### config.mk
export PLATFORM = sky130hd
export DESIGN_NAME = fetch_unit
export DESIGN_NICKNAME = d
export VERILOG_FILES = /design/src/verilog/rv32i_pkg.sv /design/src/verilog/fetch_unit.sv
export SDC_FILE = /design/constraint.sdc
export NUM_CORES = 1
export LEC_CHECK = 0
export ABC_AREA = 1
export BUFFER_PORTS_ARGS = -buffer_cell sky130_fd_sc_hd__buf_2
export CAP_MARGIN = 20
export CORE_MARGIN = 10
export CORE_UTILIZATION = 40
export CTS_BUF_LIST = sky130_fd_sc_hd__clkbuf_8 sky130_fd_sc_hd__clkbuf_16
export CTS_CLUSTER_DIAMETER = 60
export DETAILED_ROUTE_END_ITERATION = 6
export GPL_ROUTABILITY_DRIVEN = 0
export MAX_ROUTING_LAYER = met4
export PLACE_DENSITY = 0.75
export SETUP_SLACK_MARGIN = 0.05
export SLEW_MARGIN = 10
export SYNTH_ARGS = -nofsm -noshare
export SYNTH_HDL_FRONTEND = slang
export SYNTH_SLANG_ARGS = --single-unit
### constraint.sdc
create_clock -name clk -period 3.5 [get_ports clk]
set_clock_uncertainty 0.2 [all_clocks]
set_input_delay 0.7 -clock clk [delete_from_list [all_inputs] [get_ports clk]]
set_output_delay 0.7 -clock clk [all_outputs]
set_load 0.01 [all_outputs]
### src/verilog/rv32i_pkg.sv
package rv32i_pkg;

	typedef logic [31:0] word_t;     // data or address word
	typedef logic [4:0]  reg_idx_t;  // architectural register index

	typedef enum logic [6:0] {
		op_lui   = 7'b0110111,
		op_auipc = 7'b0010111,
		op_jal   = 7'b1101111,
		op_jalr  = 7'b1100111,
		op_br    = 7'b1100011,
		op_load  = 7'b0000011,
		op_store = 7'b0100011,
		op_imm   = 7'b0010011,
		op_reg   = 7'b0110011,
		op_csr   = 7'b1110011
	} opcode_t;

	typedef enum logic [3:0] {
		alu_add, alu_sub, alu_sll, alu_slt,
		alu_sltu, alu_xor, alu_srl, alu_sra,
		alu_or, alu_and,
		alu_pass_b  // lui, result is operand b
	} alu_op_t;

	typedef struct packed {
		word_t    pc;
		reg_idx_t rd;
		reg_idx_t rs1;
		reg_idx_t rs2;
		logic     use_rs2;    // operand b from rs2, else from imm
		word_t    imm;
		logic     use_pc_a;   // operand a is the pc (auipc)
		alu_op_t  alu_op;
		logic     writes_rd;  // rd is a real destination, not x0
	} decoded_t;

endpackage

### src/verilog/fetch_unit.sv
`timescale 1ns/1ps

module fetch_unit
	import rv32i_pkg::*;
(
	input  logic  clk,
	input  logic  rst,
	input  logic  dispatch,
	input  logic  i_mem_resp,
	input  word_t i_mem_rdata,
	output logic  i_mem_read,
	output word_t i_mem_address,
	output logic  fetch_valid,
	output word_t fetch_word,
	output word_t fetch_pc
);

	word_t pc;
	logic  buf_valid;

	assign i_mem_read    = ~buf_valid;  // one word in flight, only while buffer empty
	assign i_mem_address = pc;
	assign fetch_valid   = buf_valid;

	always_ff @(posedge clk) begin
		if (rst) begin
			pc        <= '0;
			buf_valid <= 1'b0;
		end else if (i_mem_resp) begin
			buf_valid <= 1'b1;
			pc        <= pc + 32'd4;
		end else if (dispatch) begin
			buf_valid <= 1'b0;  // next request goes out the following cycle
		end
	end

	always_ff @(posedge clk) begin
		if (i_mem_resp) begin
			fetch_word <= i_mem_rdata;
			fetch_pc   <= pc;
		end
	end

	// memory may only answer a read that is still outstanding
	a_resp_pending: assert property (@(posedge clk) disable iff (rst) i_mem_resp |-> i_mem_read);

endmodule

**After elaboration in Yosys (flattened, before gate mapping)**

Index checks and enable logic that the tools add are counted.

- Output and inout bits: 98
- Logic and storage cells: 9
- Bits in registers: 97
- Bits of input ports: 36

- $add $sub $neg: 1
- Bitwise operators: 1
- Mux-type cells: 2
- Reduce and logical (&&, ||, !) cells: 1

Operator list:

| kind | number |
|---|---|
| 32-bit by 3-bit adder with 32-bit output (second input constant) | 1 |
| 1-bit 2-to-1 mux | 2 |
| 2-bit nonzero test | 1 |
| 1-bit NOT | 1 |

**Longest topological paths before layout**

Gate-level depths: netlist (run 1).

- Word-level depth: 2
- Depth in mapped cells: 9

**Least setup slack after synthesis (run 1)**

Ideal clock, no wire load.

- Kind: input to register
- From: input port i_mem_resp
- To: register pc[28] (netlist: i_mem_address[28])
- Path slack: 1.830 ns
- Stages on the path: 8
- Path buffers: 1
- Arrival: 1.360 ns
- Path through: buf_4 -> nand3_1 -> nor2_1 -> nand2_1 -> nor2_1 -> nand3_1 -> nand2_1 -> nor2_1

RTL lines:

| what | RTL line | RTL |
|---|---|---|
| start, declared | fetch_unit.sv:9 | `input logic i_mem_resp,` |
| end signal, assigned | fetch_unit.sv:31 | `pc <= pc + 32'd4;` |
| end, declared | fetch_unit.sv:18 | `word_t pc;` |

**Worst setup path in the final report (run 1)**

- From: register pc[16] (netlist: i_mem_address[16])
- To: output port i_mem_address[16]

RTL lines:

| what | RTL line | RTL |
|---|---|---|
| end, declared | fetch_unit.sv:12 | `output word_t i_mem_address,` |

No word-level cell between the ends.

==> results.txt, run 1 <==
The post-synthesis average cell area is 10.6 um2. The total I/O pin count came out at 134. TritonCTS built the clock tree. The top cell type's share of synthesized area came out at 0.506.

The layout overhead on the synthesized area is 25.0%. The flow ran to the end, and the final reports show no timing, DRC or antenna violations. The final count of pins violating max slew is 0. Leaving out fill and tap cells, the most frequent cell in the layout is sky130_fd_sc_hd__buf_2. The critical path goes through buf_2. By startpoint and endpoint, the worst setup path is classified as reg2out.

The number of max-capacitance violations reported is 0. The cell at the root of the clock tree is sky130_fd_sc_hd__clkbuf_8. The count of endpoints failing hold in the final timing report came to 0. STA classifies the critical path endpoint as a primary output. Along the worst hold path, the cell count comes to 1. The cell family contributing the most delay on the critical path is flip-flops. In the final design database the tool counted 520 nets. The arrival time at the worst endpoint came out at 1050 ps. The top fanout value on the critical path is 8. For this run, the total global-route usage over all layers was measured as 0.133.

The DRC violation count after routing is 0. The post-route antenna net violation count is 0. For hold timing, the worst endpoint is fetch_word[28]. The slowest stage of the critical path is the sky130_fd_sc_hd__dfxtp_1 cell. The HPWL reported at the end of detailed placement came out at 6820 um.

The quantity of I/O buffers inserted on ports is 129. The initial cell density of the core is 0.416. Setup violations remaining at the end of the flow were counted as 0.

The delay of the slowest cell on the worst path is 500 ps. The final wirelength came out at 8790 um. Counting every instance in the synthesized netlist gives 347.

The number of cells on the worst reg-to-reg path is 6. The vias per cell is 4.74. In the layout the commonest cells are sky130_fd_sc_hd__buf_2, sky130_fd_sc_hd__nor2_1, sky130_fd_sc_hd__nand2_1, sky130_fd_sc_hd__edfxtp_1, sky130_fd_sc_hd__inv_1. The largest area contributor in the netlist is sky130_fd_sc_hd__edfxtp_1.

The final setup TNS came out at 0 ps. Entering global routing, the biggest net connects 65 pins. STA puts the critical path data required time at 2600 ps. For this run, the register share of the synthesized area comes to 0.675.

Summing all non-filler instances in the final layout gives an area of 4600 um2. Global routing finished with a remaining overflow of 0. For the worst-skew pair, the clock arrives at the later sink with an insertion delay of 350 ps. The transition time at the pin with the least slew margin is 776 ps.

The number of inserted diodes came out at 0. After floorplanning, the core was divided into 34 placement rows. The first-pass GRT wire length is 13700 um.

The die height is 116 um. The floorplan step set the die width to 116 um. By area the synthesized netlist is led by sky130_fd_sc_hd__edfxtp_1, sky130_fd_sc_hd__dfxtp_1, sky130_fd_sc_hd__nor2_1. The placement-stage cell area came out at 4420 um2. The post-route core utilization is 0.519. After synthesis, the netlist uses 26 different library cells. In this run the tightest slew margin relative to its limit is 0.483. The total power consumption of the routed design is 1.98 mW. The power density relative to cell area is 431 nW/um2. The clock drives 93 sinks. Summing all multi-input logic gate instances after layout gives 1020 um2. The die area is 13400 um2. The filler cells instantiated in the layout total 770. The highest ir drop seen on vdd is 0.000175 V. Across all register-to-register paths, the minimum setup slack is 1670 ps. The total number of vias is 2825.

The total CTS buffers is 9. The first detailed-routing pass took 4 iterations. The detailed router finished its first iteration with 161 violations. The time the final worst path needs with I/O delays and setup is 1950 ps.

The post-route clock period utilization came out at 0.557. The post-CTS resize count is 0. The total of flip-flops plus latches after synthesis came out at 93. In the final layout, the share of cells above drive strength 1 is 0.340. The startpoint kind of the worst setup timing path is a flip-flop.

Setup repair after global routing left no endpoint under its margin. In this run the worst hold path is classified as in2reg. The netlist area before placement is 3680 um2.

The total leakage power is 1.97 nW. The clock edge transition at the registers on the reported setup and hold paths came out at 90 ps. In this run the standard cell core region covers 8850 um2.

The endpoint of the most critical register-to-register path is i_mem_address[10]. The number of setup buffers added after CTS is 0. The count of synthesis-stage warnings from yosys is 0. The storage element area came out at 2480 um2.

The average detailed-routed wire length per instance is 14.7 um. The startpoint identified for the worst hold timing path is i_mem_rdata[28]. The buffering stage count on the worst path with inverters included came out at 1. The upper clock frequency limit is 513 MHz. The initial antenna violation count is 0. In this run, post-CTS hold repair placed 0 buffers. The number of global-route vias before repair came out at 2662.

The reg-to-reg startpoint is i_mem_address[2]. The maximum clock insertion buffer count came out at 2. The H-tree depth reported by CTS is 3.
flip-flops by register name (all words and copies together) (netlist names):
signal	flops
i_mem_address	30
fetch_word	32
fetch_pc	30
fetch_valid	1
worst max path at each step:
stage,to,from,cells after the start,slack [ps]
after floorplan,i_mem_address[28],i_mem_resp,8,1830
after global placement,i_mem_address[2],i_mem_resp,4,1310
after detailed placement,i_mem_address[4],i_mem_resp,4,1250
after CTS,i_mem_address[17],i_mem_address[17],1,1530
after global routing,i_mem_address[15],i_mem_address[15],1,1470
final,i_mem_address[16],i_mem_address[16],1,1550
synthesized netlist by cell type, drive strengths merged:
cell type,instances
nor2,76
nand2,68
edfxtp,62
inv,34
dfxtp,31
nand3,29
a21oi,12
buf,8
nand4,6
nor3,6
o21ai,6
o21bai,2
xnor2,2
xor2,2
and3,1
conb,1
ha,1
final cells by class:
type	count	share of cell area
Sequential cell	93	0.540
Multi-Input combinational cell	215	0.223
Timing Repair Buffer	130	0.142
Tap cell	108	0.0294
Inverter	34	0.0278
Clock buffer	9	0.0270
Clock inverter	7	0.0109
cells by family (layout without fill, tap and decap cells):
logic type | count (synthesis) | after routing | share of synthesized area
other | 1 | 4 | 0.00102
AO/OA/AOI/OAI | 20 | 20 | 0.0286
adder cells (fa/ha/maj) | 1 | 1 | 0.00340
buffers and inverters | 42 | 180 | 0.0497
XOR/XNOR | 4 | 4 | 0.00953
AND/OR/NAND/NOR | 186 | 186 | 0.233
flip-flops | 93 | 93 | 0.675
metal layers:
layer  up-vias  share of wire  global-route usage
met5         -              0                   -
met4         0          0.012              0.0425
met3         8           0.12              0.0522
met2       124           0.45               0.208
met1      1282           0.42               0.153
li1       1411              -                   -
through the flow:
stage	instances	hold slack, ps	worst slack [ps]
6_report	596	317	1550
5_1_grt	596	288	1470
4_1_cts	596	296	1530
3_5_place_dp	580	308	1250
3_3_place_gp	580	283	1310
2_1_floorplan	350	315	1830
power by group:
part | switching [mW] | internal [mW]
Sequential | 0.0132 | 1.22
Clock | 0.360 | 0.262
Combinational | 0.0794 | 0.0491
Power figures use the tool's default switching activity.
==> run 2: changes to the inputs <==
--- a/config.mk
+++ b/config.mk
@@ -5,7 +5,7 @@
 export SDC_FILE = /design/constraint.sdc
 export NUM_CORES = 1
 export LEC_CHECK = 0
-export ABC_AREA = 1
+export ABC_AREA = 0
 export BUFFER_PORTS_ARGS = -buffer_cell sky130_fd_sc_hd__buf_2
 export CAP_MARGIN = 20
 export CORE_MARGIN = 10
@@ -15,7 +15,7 @@
 export DETAILED_ROUTE_END_ITERATION = 6
 export GPL_ROUTABILITY_DRIVEN = 0
 export MAX_ROUTING_LAYER = met4
-export PLACE_DENSITY = 0.75
+export PLACE_DENSITY = 0.78
 export SETUP_SLACK_MARGIN = 0.05
 export SLEW_MARGIN = 10
 export SYNTH_ARGS = -nofsm -noshare
==> constraint.sdc (replaced) <==
create_clock -name clk -period 1.7 [get_ports clk]
set_clock_uncertainty 0.2 [all_clocks]
set_input_delay 0.34 -clock clk [delete_from_list [all_inputs] [get_ports clk]]
set_output_delay 0.34 -clock clk [all_outputs]
set_load 0.01 [all_outputs]
==> run 2 against run 1 <==
Against the previous run:
- highest routed layer unchanged
- count of clock-buffer cells in the layout stayed put
- wire length is 22% higher
- cell count fell by 4.2%
- the flow now finishes with violations (negative setup slack)
- via count rose by 1.9%
- first-iteration DRC count is 24% higher
- worst setup slack got worse by 1900 ps
==> results.txt, run 2 <==
The total of flip-flops plus latches after synthesis is 93 (unchanged). The quantity of I/O buffers inserted on ports came out at 129 (unchanged). By instance count, the leading cell after synthesis is sky130_fd_sc_hd__edfxtp_1.

The final worst-path setup slack came out at -335 ps (-1890 ps). The initial cell density of the core is 0.413 (-0.00307). The HPWL reported at the end of detailed placement is 7030 um (+3.1%). The final cell count without fillers came out at 571 (-4.2%). The cell-internal power is 3.19 mW (+110%).

The vias per cell came out at 5.04 (+6.3%). In this run the critical register-to-register path is launched from i_mem_address[5]. The synthesized instance count is 242 (-30%).

The total I/O pin count came out at 134 (unchanged). The global routing usage summed across all routing layers came out at 0.169 (+0.0362). The largest area contributor in the netlist is sky130_fd_sc_hd__edfxtp_1. The post-route clock period utilization is 1.20.

After synthesis, the cell types taking the most area are sky130_fd_sc_hd__edfxtp_1, sky130_fd_sc_hd__dfxtp_1, sky130_fd_sc_hd__xnor2_1. The area growth from synthesis to layout is 56.0%. The die height is 112 um (-3.3%). STA classifies the critical path startpoint as a flip-flop. The post-synthesis average cell area came out at 14.0 um2 (+32%). The share of layout cells above drive strength 1 is 0.526 (+0.186). The total number of vias is 2878 (+1.9%).

The iteration count of the initial detailed-routing pass is 4 (unchanged). The arrival time at the worst endpoint came out at 2130 ps (+1080 ps). The portion of total power attributed to combinational logic is 0.083 (+0.018).

The violation count after the first detailed-route iteration came out at 199 (+24%). The average detailed-routed wire length per instance was 18.8 um (+28%). The path class of the tightest hold or removal check is in2reg.

The transition time at the pin with the least slew margin is 684 ps (-91.9 ps). The final reports fail on negative setup slack. The worst hold slack after final layout came out at 88.9 ps (-228 ps). The maximum number of pins on one net before global-route repair is 57 (-12%). The count of endpoints failing hold in the final timing report came out at 0 (unchanged). The number of max-capacitance violations reported is 0 (unchanged). The placeable core region was 8220 um2 (-7.1%). The final count of pins violating max slew came to 0 (unchanged). The TritonCTS clock tree is done. The total power consumption of the routed design is 4.21 mW (+110%).

The part of the total power dissipated in sequential elements is 0.598 (-0.023). The die outline width came out at 112 um (-3.3%). The maximum clock insertion buffer count is 2 (unchanged). The fraction of synthesis flops using an asynchronous set or reset pin is 0 (unchanged). The number of placed instances with taps included came out at 513 (-12%). The total leakage power came out at 2.28 nW (+16%). The number of placement rows came out at 33 (-2.9%). The highest ir drop seen on vdd is 0.000369 V (+110%).

Among all flip-flop cells after synthesis, the most frequent one is sky130_fd_sc_hd__edfxtp_1. The number of inserted diodes is 0 (unchanged). The top cell type's share of synthesized area came out at 0.549 (+0.0430). The DRC violation count after routing came out at 0 (unchanged).

The worst slew margin relative to its limit came out at 0.544 (+0.0612). The power density relative to cell area is 796 nW/um2 (+85%). The worst-skew pair later-pin latency is 360 ps (about the same). The relative contribution of the clock network to total power came out at 0.319 (+0.005). The sequential fraction of the synthesis area was 0.732 (+0.0573). The upper clock frequency limit came out at 491 MHz.

The first-pass GRT wire length came to 16500 um (+21%). In the layout the commonest cells are sky130_fd_sc_hd__buf_2, sky130_fd_sc_hd__edfxtp_1, sky130_fd_sc_hd__buf_4. The time the final worst path needs with I/O delays and setup is 2030 ps. The count of synthesis-stage warnings from yosys is 0 (unchanged). Setup repair after global routing could not meet its margin everywhere. The run finished, with violations left. The register-to-register setup slack is -330 ps (-2000 ps). Leaving out fill and tap cells, the most frequent cell in the layout is sky130_fd_sc_hd__buf_2. The fill cell instance count of the final layout came out at 569 (-26%).

The net switching power came out at 1.01 mW (+120%). The cell at the root of the clock tree is sky130_fd_sc_hd__clkbuf_8. The final-report setup violation count is 15 (+15).

The netlist area before placement was 3390 um2 (-7.8%). The origin of the worst setup path is i_mem_address[5]. The post-route antenna net violation count came out at 0 (unchanged). The switching power as a share of total power is 0.241 (+0.0120). The die area was 12600 um2 (-6.5%). The category of the critical setup timing path is reg2reg. The register bank with the most flops is fetch_word. The final wirelength came to 10800 um (+22%). The number of enable-type register cells in the synthesized netlist is 62 (unchanged). The initial antenna violation count is 0 (unchanged). The total CTS buffers is 9 (unchanged). The number of global-route vias before repair was 2940 (+10%). STA classifies the critical path endpoint as a flip-flop. In this run the most critical hold path is launched from dispatch.

The clock edge transition at the registers on the reported setup and hold paths is 100 ps (about the same). The top fanout value on the critical path came to 15 (+7). The final global-route overflow total came out at 0 (unchanged). The flip-flop count of the largest register after layout came to 32 (unchanged). The H-tree depth reported by CTS was 3 (unchanged).

The worst path required time came to 1800 ps (-800 ps). The number of sinks handled by clock tree synthesis is 93 (unchanged). The number of library cell types mapped by synthesis came out at 32 (+23%). The total number of nets in the final design is 498 (-4.2%).

The commonest cells after synthesis are sky130_fd_sc_hd__edfxtp_1, sky130_fd_sc_hd__dfxtp_1, sky130_fd_sc_hd__nor2_1, sky130_fd_sc_hd__a21oi_1, sky130_fd_sc_hd__nand3_1.
run 2: cell count changes after synthesis, moves of 9 or more:
cell,delta
sky130_fd_sc_hd__nor2_1,-46
sky130_fd_sc_hd__inv_1,-25
sky130_fd_sc_hd__nand2_1,-54
sky130_fd_sc_hd__nor4_1,+9
sky130_fd_sc_hd__nand3_1,-16
run 2: routing by layer:
layer  global-route usage  share of wire  vias to the layer above
met2                0.277           0.50                      147
met5                    -              0                        -
met3               0.0511          0.077                       10
li1                     -              -                     1344
met1                0.197           0.42                     1377
met4               0.0482          0.011                        0
run 2: cell families (layout without fill, tap and decap cells):
kind of cell             count (synthesis)  after routing  synth area share
buffers and inverters                   22            243            0.0295
AND/OR/NAND/NOR                         81             81             0.137
flip-flops                              93             93             0.732
adder cells (fa/ha/maj)                  1              1           0.00369
other                                    1              4           0.00111
multiplexers                             5              5            0.0162
AO/OA/AOI/OAI                           27             27            0.0491
XOR/XNOR                                12             12            0.0310
run 2: area by class of cell:
type	count	area (um2)	area share
sequential	93	2530	0.478
timing repair buffer	220	1430	0.270
multi-input combinational	130	996	0.188
tap	105	131	0.0249
clock buffer	9	124	0.0234
clock inverter	7	55.1	0.0104
inverter	7	26.3	0.00497
run 2: worst paths after layout:
check,endpoint,depth (start not counted)
setup / recovery,i_mem_address[19],5
hold / removal,fetch_valid,4
setup reg to reg,i_mem_address[19],5
hold reg to reg,fetch_pc[31],0
run 2: stage by stage:
stage	cell area [um2]	utilization	setup slack, ps	TNS (ps)
after floorplan	3480	-	-258	-2730
after global placement	4540	0.552	-263	-2400
after detailed placement	4540	0.552	-343	-2970
after CTS	5210	0.634	-308	-2980
after global routing	5290	0.643	-386	-4220
final	5290	0.643	-335	-3170
run 2: what timing repair did:
| item | 4_1_cts | 5_1_grt |
|---|---|---|
| gates resized for setup | 18 | 14 |
| hold buffers | 32 | 0 |
| endpoints found under the hold margin | 32 | 0 |
| endpoints found under the setup margin | 16 | 20 |
| buffers inserted | 10 | 2 |
| pin swaps | 3 | 15 |
run 2: worst max-delay path: stages (launching register included):
cell,delay [ps]
sky130_fd_sc_hd__dfxtp_4,350
sky130_fd_sc_hd__nand4_1,130
sky130_fd_sc_hd__or4_4,500
sky130_fd_sc_hd__buf_6,160
sky130_fd_sc_hd__or4_4,490
sky130_fd_sc_hd__a21oi_4,140
run 2: power groups by stage:
stage	sequential, mW	combinational, mW	clock, mW
floorplan	2.62	0.0440	0
global placement	2.56	0.276	0
detailed placement	2.56	0.284	0
CTS	2.51	0.345	1.38
global route	2.52	0.379	1.48
finish	2.51	0.350	1.34
